### src/design/corePkg.sv
// Shared widths, opcodes and stage payloads; only the RV32I subset ADD..JAL is encoded here
package corePkg;

    // =========================================================================
    // Widths and basic types
    // =========================================================================
    localparam int XLEN           = 32;
    localparam int REG_ADDR_WIDTH = 5;

    typedef logic [XLEN-1:0]           wordT;
    typedef logic [REG_ADDR_WIDTH-1:0] regAddrT;

    // Major opcodes of the supported instructions
    localparam logic [6:0] OP_RTYPE  = 7'b0110011;
    localparam logic [6:0] OP_ITYPE  = 7'b0010011;
    localparam logic [6:0] OP_LOAD   = 7'b0000011;
    localparam logic [6:0] OP_STORE  = 7'b0100011;
    localparam logic [6:0] OP_BRANCH = 7'b1100011;
    localparam logic [6:0] OP_JAL    = 7'b1101111;

    // Forwarding mux selects for the execute operands
    localparam logic [1:0] FWD_NONE = 2'b00;
    localparam logic [1:0] FWD_WB   = 2'b01;
    localparam logic [1:0] FWD_MEM  = 2'b10;

    // Zero encoding is ADD so that a cleared payload is harmless
    typedef enum logic [2:0] {
        ALU_ADD = 3'd0,
        ALU_SUB = 3'd1,
        ALU_AND = 3'd2,
        ALU_OR  = 3'd3,
        ALU_XOR = 3'd4,
        ALU_SLT = 3'd5
    } aluOpE;

    // Bit 0 set means a load
    typedef enum logic [1:0] {
        RES_ALU = 2'd0,
        RES_MEM = 2'd1,
        RES_PC4 = 2'd2
    } resultSrcE;

    // =========================================================================
    // Control bundle and stage payloads (all-zero is a bubble)
    // =========================================================================
    typedef struct packed {
        logic      regWrite;
        logic      memWrite;
        logic      aluSrc;
        logic      branch;
        logic      jump;
        resultSrcE resultSrc;
        aluOpE     aluOp;
    } controlT;

    typedef struct packed {
        wordT instr;
        wordT pc;
        wordT pcPlus4;
    } ifIdT;

    typedef struct packed {
        controlT control;
        wordT    rd1;
        wordT    rd2;
        wordT    pc;
        wordT    imm;
        regAddrT rs1;
        regAddrT rs2;
        regAddrT rd;
        wordT    pcPlus4;
    } idExT;

    typedef struct packed {
        logic      regWrite;
        logic      memWrite;
        resultSrcE resultSrc;
        wordT      aluResult;
        wordT      writeData;
        regAddrT   rd;
        wordT      pcPlus4;
    } exMemT;

    typedef struct packed {
        logic      regWrite;
        resultSrcE resultSrc;
        wordT      aluResult;
        wordT      readData;
        regAddrT   rd;
        wordT      pcPlus4;
    } memWbT;

endpackage
### src/design/hazardIf.sv
// Datapath-to-hazard-unit signals; clk only feeds the hazard unit's checks, nothing is registered
`timescale 1ns/1ps

interface hazardIf import corePkg::*; (input logic clk);

    // Register indices and write enables seen by the hazard unit
    regAddrT    rs1D, rs2D;
    regAddrT    rs1E, rs2E, rdE;
    logic       resultSrcE0;
    logic       pcSrcE;
    regAddrT    rdM;
    logic       regWriteM;
    regAddrT    rdW;
    logic       regWriteW;

    // Pipeline control back to the datapath
    logic       stallF, stallD;
    logic       flushD, flushE;
    logic [1:0] forwardAE, forwardBE;

    modport datapath (
        output rs1D, rs2D, rs1E, rs2E, rdE, resultSrcE0, pcSrcE,
        output rdM, regWriteM, rdW, regWriteW,
        input  stallF, stallD, flushD, flushE, forwardAE, forwardBE
    );

    modport hazard (
        input  clk,
        input  rs1D, rs2D, rs1E, rs2E, rdE, resultSrcE0, pcSrcE,
        input  rdM, regWriteM, rdW, regWriteW,
        output stallF, stallD, flushD, flushE, forwardAE, forwardBE
    );

endinterface

### src/design/riscvCore.sv
// RV32I subset core top; memories live outside and must answer reads in the same cycle
`timescale 1ns/1ps

module riscvCore import corePkg::*; (
    input  logic    clk,
    input  logic    rst,
    output wordT    imemAddr,
    input  wordT    imemData,
    output wordT    dmemAddr,
    output wordT    dmemWriteData,
    output logic    dmemWe,
    input  wordT    dmemReadData,
    output logic    wbValid,
    output regAddrT wbRd,
    output wordT    wbData
);

    hazardIf hz (.clk(clk));

    dataPath iDataPath (
        .clk          (clk),
        .rst          (rst),
        .hz           (hz.datapath),
        .imemAddr     (imemAddr),
        .imemData     (imemData),
        .dmemAddr     (dmemAddr),
        .dmemWriteData(dmemWriteData),
        .dmemWe       (dmemWe),
        .dmemReadData (dmemReadData),
        .wbValid      (wbValid),
        .wbRd         (wbRd),
        .wbData       (wbData)
    );

    hazardUnit iHazardUnit (
        .hz(hz.hazard)
    );

endmodule

### src/design/dataPath.sv
// Five-stage datapath; memories are external with combinational reads, branches resolve in execute
`timescale 1ns/1ps

module dataPath import corePkg::*; (
    input  logic             clk,
    input  logic             rst,
    hazardIf.datapath        hz,
    output wordT             imemAddr,
    input  wordT             imemData,
    output wordT             dmemAddr,
    output wordT             dmemWriteData,
    output logic             dmemWe,
    input  wordT             dmemReadData,
    output logic             wbValid,
    output regAddrT          wbRd,
    output wordT             wbData
);

    wordT    pcF, pcNextF, pcPlus4F;
    ifIdT    ifIdNext, ifId;
    idExT    idExNext, idEx;
    exMemT   exMemNext, exMem;
    memWbT   memWbNext, memWb;

    controlT ctrlD;
    wordT    immD, rd1D, rd2D;
    regAddrT rs1D, rs2D, rdD;

    wordT    srcAE, srcBE, writeDataE, aluResultE, targetE;
    logic    zeroE;
    wordT    resultW;

    // =========================================================================
    // Fetch
    // =========================================================================
    assign pcPlus4F = pcF + 32'd4;
    assign pcNextF  = hz.pcSrcE ? targetE : pcPlus4F;

    always_ff @(posedge clk) begin
        if (rst) begin
            pcF <= '0;
        end else if (!hz.stallF) begin
            pcF <= pcNextF;
        end
    end

    assign imemAddr = pcF;

    assign ifIdNext.instr   = imemData;
    assign ifIdNext.pc      = pcF;
    assign ifIdNext.pcPlus4 = pcPlus4F;

    pipeReg #(.T(ifIdT)) ifIdReg (
        .clk(clk), .rst(rst), .en(!hz.stallD), .clr(hz.flushD), .d(ifIdNext), .q(ifId)
    );

    // =========================================================================
    // Decode
    // =========================================================================
    controlDecoder iDecoder (
        .instr(ifId.instr), .ctrl(ctrlD), .imm(immD), .rs1(rs1D), .rs2(rs2D), .rd(rdD)
    );

    regFile iRegFile (
        .clk(clk), .ra1(rs1D), .ra2(rs2D), .rd1(rd1D), .rd2(rd2D),
        .wa(memWb.rd), .wd(resultW), .we(memWb.regWrite)
    );

    assign hz.rs1D = rs1D;
    assign hz.rs2D = rs2D;

    assign idExNext = '{control: ctrlD, rd1: rd1D, rd2: rd2D, pc: ifId.pc, imm: immD,
                        rs1: rs1D, rs2: rs2D, rd: rdD, pcPlus4: ifId.pcPlus4};

    pipeReg #(.T(idExT)) idExReg (
        .clk(clk), .rst(rst), .en(1'b1), .clr(hz.flushE), .d(idExNext), .q(idEx)
    );

    // =========================================================================
    // Execute
    // =========================================================================
    always_comb begin
        case (hz.forwardAE)
            FWD_MEM: srcAE = exMem.aluResult;
            FWD_WB:  srcAE = resultW;
            default: srcAE = idEx.rd1;
        endcase
        case (hz.forwardBE)
            FWD_MEM: writeDataE = exMem.aluResult;
            FWD_WB:  writeDataE = resultW;
            default: writeDataE = idEx.rd2;
        endcase
    end

    assign srcBE = idEx.control.aluSrc ? idEx.imm : writeDataE;

    alu iAlu (
        .a(srcAE), .b(srcBE), .op(idEx.control.aluOp), .pc(idEx.pc), .imm(idEx.imm),
        .result(aluResultE), .zero(zeroE), .target(targetE)
    );

    // Taken BEQ or JAL redirects fetch
    assign hz.pcSrcE      = (idEx.control.branch && zeroE) || idEx.control.jump;
    assign hz.rs1E        = idEx.rs1;
    assign hz.rs2E        = idEx.rs2;
    assign hz.rdE         = idEx.rd;
    assign hz.resultSrcE0 = (idEx.control.resultSrc == RES_MEM);

    assign exMemNext = '{regWrite: idEx.control.regWrite, memWrite: idEx.control.memWrite,
                         resultSrc: idEx.control.resultSrc, aluResult: aluResultE,
                         writeData: writeDataE, rd: idEx.rd, pcPlus4: idEx.pcPlus4};

    pipeReg #(.T(exMemT)) exMemReg (
        .clk(clk), .rst(rst), .en(1'b1), .clr(1'b0), .d(exMemNext), .q(exMem)
    );

    // =========================================================================
    // Memory and writeback
    // =========================================================================
    assign dmemAddr      = exMem.aluResult;
    assign dmemWriteData = exMem.writeData;
    assign dmemWe        = exMem.memWrite;
    assign hz.rdM        = exMem.rd;
    assign hz.regWriteM  = exMem.regWrite;

    assign memWbNext = '{regWrite: exMem.regWrite, resultSrc: exMem.resultSrc,
                         aluResult: exMem.aluResult, readData: dmemReadData,
                         rd: exMem.rd, pcPlus4: exMem.pcPlus4};

    pipeReg #(.T(memWbT)) memWbReg (
        .clk(clk), .rst(rst), .en(1'b1), .clr(1'b0), .d(memWbNext), .q(memWb)
    );

    always_comb begin
        case (memWb.resultSrc)
            RES_MEM: resultW = memWb.readData;
            RES_PC4: resultW = memWb.pcPlus4;
            default: resultW = memWb.aluResult;
        endcase
    end

    assign hz.rdW       = memWb.rd;
    assign hz.regWriteW = memWb.regWrite;
    assign wbValid      = memWb.regWrite;
    assign wbRd         = memWb.rd;
    assign wbData       = resultW;

    // Store strobe must be clean once the pipeline has been cleared
    assert property (@(posedge clk) disable iff (rst) !$isunknown(dmemWe))
        else $error("dmemWe is unknown");

endmodule

### src/design/hazardUnit.sv
// Forwarding from memory then writeback, one-cycle load-use stall, two-deep flush on redirect
`timescale 1ns/1ps

module hazardUnit import corePkg::*; (
    hazardIf.hazard hz
);

    logic lwStall;

    // Newest producer first; x0 is never forwarded
    function automatic logic [1:0] fwdSel(
        input regAddrT rs,
        input regAddrT rdM,
        input logic    weM,
        input regAddrT rdW,
        input logic    weW
    );
        logic [1:0] sel;
        sel = FWD_NONE;
        if (rs != '0 && weM && rs == rdM) begin
            sel = FWD_MEM;
        end else if (rs != '0 && weW && rs == rdW) begin
            sel = FWD_WB;
        end
        return sel;
    endfunction

    assign hz.forwardAE = fwdSel(hz.rs1E, hz.rdM, hz.regWriteM, hz.rdW, hz.regWriteW);
    assign hz.forwardBE = fwdSel(hz.rs2E, hz.rdM, hz.regWriteM, hz.rdW, hz.regWriteW);

    // Load in execute feeding the instruction in decode
    assign lwStall = hz.resultSrcE0 && (hz.rdE == hz.rs1D || hz.rdE == hz.rs2D);

    assign hz.stallF = lwStall;
    assign hz.stallD = lwStall;
    assign hz.flushD = hz.pcSrcE;
    assign hz.flushE = lwStall || hz.pcSrcE;

    // A load never redirects, so a stall and a decode flush cannot meet
    assert property (@(posedge hz.clk) !(hz.stallD && hz.flushD))
        else $error("stallD and flushD asserted together");

endmodule

### src/design/alu.sv
// Integer ALU for the six supported operations plus the PC-relative target adder
`timescale 1ns/1ps

module alu import corePkg::*; (
    input  wordT  a,
    input  wordT  b,
    input  aluOpE op,
    input  wordT  pc,
    input  wordT  imm,
    output wordT  result,
    output logic  zero,
    output wordT  target
);

    always_comb begin
        case (op)
            ALU_ADD: result = a + b;
            ALU_SUB: result = a - b;
            ALU_AND: result = a & b;
            ALU_OR:  result = a | b;
            ALU_XOR: result = a ^ b;
            // Signed compare
            ALU_SLT: result = {{(XLEN-1){1'b0}}, ($signed(a) < $signed(b))};
            default: result = '0;
        endcase
    end

    // Used by BEQ after a subtract
    assign zero = (result == '0);

    // Branch and JAL destination
    assign target = pc + imm;

endmodule

### src/design/regFile.sv
// 32x32 register file, x0 reads zero; a same-cycle write is bypassed to both read ports
`timescale 1ns/1ps

module regFile import corePkg::*; (
    input  logic    clk,
    input  regAddrT ra1,
    input  regAddrT ra2,
    output wordT    rd1,
    output wordT    rd2,
    input  regAddrT wa,
    input  wordT    wd,
    input  logic    we
);

    wordT regs [1:2**REG_ADDR_WIDTH-1];

    always_ff @(posedge clk) begin
        if (we && wa != '0) begin
            regs[wa] <= wd;
        end
    end

    // Write-through so decode sees the value writeback is producing
    always_comb begin
        rd1 = (ra1 == '0) ? '0 : regs[ra1];
        if (we && wa != '0 && wa == ra1) begin
            rd1 = wd;
        end
        rd2 = (ra2 == '0) ? '0 : regs[ra2];
        if (we && wa != '0 && wa == ra2) begin
            rd2 = wd;
        end
    end

endmodule

### src/design/controlDecoder.sv
// Decodes ADD/SUB/AND/OR/XOR/SLT, ADDI, LW, SW, BEQ and JAL; anything else becomes a no-op
`timescale 1ns/1ps

module controlDecoder import corePkg::*; (
    input  wordT    instr,
    output controlT ctrl,
    output wordT    imm,
    output regAddrT rs1,
    output regAddrT rs2,
    output regAddrT rd
);

    logic [6:0] opcode;
    logic [2:0] funct3;
    logic       funct7b5;
    wordT       immI, immS, immB, immJ;
    aluOpE      funcOp;
    logic       funcOk;

    assign opcode   = instr[6:0];
    assign funct3   = instr[14:12];
    assign funct7b5 = instr[30];
    assign rs1      = instr[19:15];
    assign rs2      = instr[24:20];
    assign rd       = instr[11:7];

    // Immediate formats, all sign-extended from bit 31
    assign immI = {{20{instr[31]}}, instr[31:20]};
    assign immS = {{20{instr[31]}}, instr[31:25], instr[11:7]};
    assign immB = {{19{instr[31]}}, instr[31], instr[7], instr[30:25], instr[11:8], 1'b0};
    assign immJ = {{11{instr[31]}}, instr[31], instr[19:12], instr[20], instr[30:21], 1'b0};

    // Arithmetic funct3 map shared by R and I types; SUB only for R type
    always_comb begin
        funcOk = 1'b1;
        funcOp = ALU_ADD;
        case (funct3)
            3'b000: funcOp = (opcode == OP_RTYPE && funct7b5) ? ALU_SUB : ALU_ADD;
            3'b010: funcOp = ALU_SLT;
            3'b100: funcOp = ALU_XOR;
            3'b110: funcOp = ALU_OR;
            3'b111: funcOp = ALU_AND;
            default: funcOk = 1'b0;
        endcase
    end

    always_comb begin
        ctrl = '0;
        imm  = '0;
        case (opcode)
            OP_RTYPE: begin
                ctrl.regWrite = funcOk;
                ctrl.aluOp    = funcOp;
            end
            OP_ITYPE: begin
                ctrl.regWrite = funcOk;
                ctrl.aluSrc   = 1'b1;
                ctrl.aluOp    = funcOp;
                imm           = immI;
            end
            OP_LOAD: begin
                // Word loads only
                ctrl.regWrite  = (funct3 == 3'b010);
                ctrl.aluSrc    = 1'b1;
                ctrl.resultSrc = RES_MEM;
                imm            = immI;
            end
            OP_STORE: begin
                ctrl.memWrite = (funct3 == 3'b010);
                ctrl.aluSrc   = 1'b1;
                imm           = immS;
            end
            OP_BRANCH: begin
                // BEQ compares by subtraction and tests the zero flag
                ctrl.branch = (funct3 == 3'b000);
                ctrl.aluOp  = ALU_SUB;
                imm         = immB;
            end
            OP_JAL: begin
                ctrl.regWrite  = 1'b1;
                ctrl.jump      = 1'b1;
                ctrl.resultSrc = RES_PC4;
                imm            = immJ;
            end
            default: ;
        endcase
        // Writes to x0 are dropped here so forwarding never sees them
        if (rd == '0) begin
            ctrl.regWrite = 1'b0;
        end
    end

endmodule

### src/design/pipeReg.sv
// Generic stage register; T must be a packed type whose all-zero value is a bubble
`timescale 1ns/1ps

module pipeReg #(
    parameter type T = logic [31:0]
) (
    input  logic clk,
    input  logic rst,
    input  logic en,
    input  logic clr,
    input  T     d,
    output T     q
);

    // Clear wins over enable so a flush also empties a held stage
    always_ff @(posedge clk) begin
        if (rst || clr) begin
            q <= '0;
        end else if (en) begin
            q <= d;
        end
    end

endmodule

### config.mk
export PLATFORM = sky130hd
export DESIGN_NAME = riscvCore
export DESIGN_NICKNAME = d
export VERILOG_FILES = /design/src/design/corePkg.sv /design/src/design/hazardIf.sv /design/src/design/riscvCore.sv /design/src/design/dataPath.sv /design/src/design/hazardUnit.sv /design/src/design/alu.sv /design/src/design/regFile.sv /design/src/design/controlDecoder.sv /design/src/design/pipeReg.sv
export SDC_FILE = /design/constraint.sdc
export NUM_CORES = 2
export LEC_CHECK = 0
export ABC_CLOCK_PERIOD_IN_PS = 7950
export BUFFER_PORTS_ARGS = -buffer_cell sky130_fd_sc_hd__buf_4
export CORE_AREA = 2 2 444 446
export CTS_CLUSTER_DIAMETER = 50
export DETAILED_ROUTE_END_ITERATION = 10
export DIE_AREA = 0 0 446 448
export GPL_ROUTABILITY_DRIVEN = 0
export PLACE_DENSITY_LB_ADDON = 0.1
export SYNTH_ARGS = -nofsm -noshare
export SYNTH_HDL_FRONTEND = slang
export SYNTH_HIERARCHICAL = 1
export SYNTH_SLANG_ARGS = --single-unit
### constraint.sdc
create_clock -name clk -period 7.95 [get_ports clk]
set_clock_uncertainty 0.05 [all_clocks]
set_input_delay 0.795 -clock clk [delete_from_list [all_inputs] [get_ports clk]]
set_output_delay 0.795 -clock clk [all_outputs]
set_load 0.005 [all_outputs]
==> results.cfg <==
[cts]
path_clk_slew_ns = 0.06
cts_hold_buf = 0
insertion_delay_ns = 0.84
cts_inserted_buffers = 192
ctsHtreeMaxLevel = 4
cts_buffer_depth = 3
clock_sinks = 1514
cts_tree = built
cts_root_buffer = clkbuf_16

[yosys]
synth_top_cell_area_share_pct = 38.5
synth.distinct_cells = 113
synth-async-reset-ratio_pct = 0
synth-edff-count = 992
syn-cell-area_sq_um = 77400
synth-main-ff-cell = edfxtp_1
yosysTopAreaCell = edfxtp_1
synthTopCellsByArea = edfxtp_1 (38%), dfxtp_1 (13%), mux4_2 (12%)
yosysMostFrequentCell = edfxtp_1
synth_common_cells = edfxtp_1 (992), nor2_1 (739), mux2i_1 (699), dfxtp_1 (522), mux4_2 (403)
ys_seq_elements = 1514
avgSynthCellArea_sq_um = 12.8
synthCells = 6073
yosysSeqAreaShare_pct = 52.0
yosysWarnings = 6

[pwr]
swShare_pct = 24.9
finalPower_uw = 19000
seqPwrFrac_pct = 44.5
ir_drop_mv = 0.196
power_frac_clock_pct = 45.8
p_per_area_nw_per_um2 = 214
leakage_uw = 0.0332
power.internal_uw = 14300
p_comb_share_pct = 9.7
p_switching_uw = 4740

[place]
hpwl_mm = 180
port_buffers = 200
placed_cell_area_sq_um = 82000

[floorplan]
core_sq_um = 195000
rows = 162
ioPinCount = 201
initial_core_util_pct = 39.8
die_h_um = 448
die-area_sq_um = 200000
die_w_um = 446

[setup_path]
cp.required_ns = 8.59
worst-path-max-fanout = 35
r2r-end = iDataPath/idExReg/q[150]
crit_top_cell = inv_1
path_buf_inv = 10
rr_startpoint = iDataPath/memWbReg/q[34]
critPathSlowestCell = o21ai_0
cp-start-kind = flop
ff2ff_path_depth = 31
crit_path_max_incr_delay_ns = 0.54
crit_type = reg -> reg
cp_top_family = compound AO/OA/AOI/OAI gates
cp-end-kind = flop
cp.arrival_ns = 8.22
r2r_setup_slack_ns = 0.38

[layout]
nNetsFinal = 6423
drive_gt1_share_pct = 21.5
final_cell_area_sq_um = 88800
syn_to_final_growth_pct = 14.6

[route]
wire_per_inst_um = 31.1
post-route-drc-count = 0
antenna_left = 0
dr_total_vias = 53900
first_pass_iters = 6
vias_per_cell = 6.04
first_iter_violations = 5323
drt-total-wl_mm = 277

[global_routing]
grt_overflow_total = 0
grt_usage_pct = 27.2
grt_pass1_vias = 52300
antenna_found_initial = 3
grt_first_pass_wirelength_mm = 390
grt_max_degree = 186

[sta]
fmax_ghz = 0.132
finalMaxSlewViolations = 0
setup_viol = 0
hold_viol_final = 0
slew-limit-headroom_pct = 7.77
min_period_over_period_pct = 95.3
fin_crit_ns = 7.57
tns_ns = 0
tightestPinTransition_ns = 1.37

[run_status]
run_status = finished, final reports clean

[min_path]
holdCritPathClass = in -> reg
hold_path_depth = 3
hold_start = imemData[12]
hold_end = iDataPath/ifIdReg/q[76]

[flow_run]
cap_viol_max_count = 0
[worst max path at each step]
stage	start	end	slack (ns)	cells after the start
after floorplan	iDataPath/memWbReg/q[101]	iDataPath/ifIdReg/q[10]	0.004	30
after global placement	iDataPath/memWbReg/q[34]	iDataPath/idExReg/q[154]	-0.45	33
after detailed placement	iDataPath/memWbReg/q[32]	iDataPath/idExReg/q[160]	-0.40	33
after CTS	iDataPath/memWbReg/q[34]	iDataPath/idExReg/q[143]	0.04	33
after global routing	iDataPath/idExReg/q[37]	iDataPath/idExReg/q[150]	-0.06	32
final	iDataPath/memWbReg/q[34]	iDataPath/idExReg/q[150]	0.38	31
[power groups by stage]
stage / Sequential (uW) / Clock [uW] / Combinational (uW)
after floorplan: 8560 / 0 / 1230
after global placement: 8630 / 0 / 1760
after detailed placement: 8630 / 0 / 1760
after CTS: 8460 / 8860 / 1760
after global routing: 8460 / 9180 / 1940
final: 8460 / 8700 / 1840
[layer usage]
metal  GRT usage, %  routed length, um  up-vias
li1               -                  -    23700
met4           10.1              10700        2
met2           44.0             130000     2204
met1           36.6             116000    27600
met3           4.63              20300      429
met5              0                 11        -
[logic make-up after synthesis]
family | after synthesis | synth area share (%)
and+or+nand+nor | 1432 | 8.56
adders and majority gates | 145 | 2.37
DFF | 1514 | 52.0
xor gates and xnor gates | 113 | 1.28
muxes | 1128 | 21.1
other | 2 | 0.00970
buffers and inverters | 631 | 4.40
AOI/OAI and AO/OA | 1108 | 10.3
[cell type report]
class,count,area (sq um)
timing repair buffer,440,3680
tap,2542,3180
fill,17600,106000
multi-input combinational,3931,34700
antenna,4,10.0
inverter,133,505
clock inverter,108,1080
clock buffer,252,5320
sequential,1514,40300
[tightest hold or removal path, stage by stage]
cell	delay, ns
buf_4	0.08
mux2i_1	0.05
nor2_1	0.07
[cell usage in the layout, fill, tap and decap left out, types with 146 or more instances in the layout]
| cell | Yosys | final |
|---|---|---|
| nor2_1 | 739 | 704 |
| mux4_2 | 403 | 403 |
| a211oi_1 | 148 | 146 |
| dfxtp_1 | 522 | 511 |
| a21oi_1 | 217 | 211 |
| buf_4 | 60 | 412 |
| edfxtp_1 | 992 | 992 |
| mux2i_1 | 699 | 699 |
| clkbuf_16 | 0 | 201 |
| nand2_1 | 251 | 251 |
[per-stage QoR]
| stage | util (%) | worst slack [ns] | std cells | hold slack (ns) |
|---|---|---|---|---|
| final | 45.6 | 0.376 | 8924 | 0.157 |
| after global routing | 45.6 | -0.0554 | 8922 | 0.129 |
| after CTS | 45.4 | 0.0439 | 8913 | 0.0992 |
| after detailed placement | 42.1 | -0.397 | 8553 | 0.429 |
| after global placement | 42.1 | -0.448 | 8553 | 0.423 |
| after floorplan | - | 0.00409 | 6076 | 0.400 |
[what timing repair did]
item / in CTS / in global routing
endpoints found under the setup margin: 313 / 313
setup buffers: 0 / 3
pin swaps: 0 / 5
gates cloned: 0 / 4
gates resized for setup: 5 / 52
[flip-flops by register name (all words and copies together) (netlist names)]
signal / flops
iDataPath/idExReg/q: 185
iDataPath/imemAddr: 32
iDataPath/ifIdReg/q: 96
iDataPath/memWbReg/q: 104
iDataPath/exMemReg/q: 105
iDataPath/iRegFile/regs: 992
(Power assumes the default switching activity.)
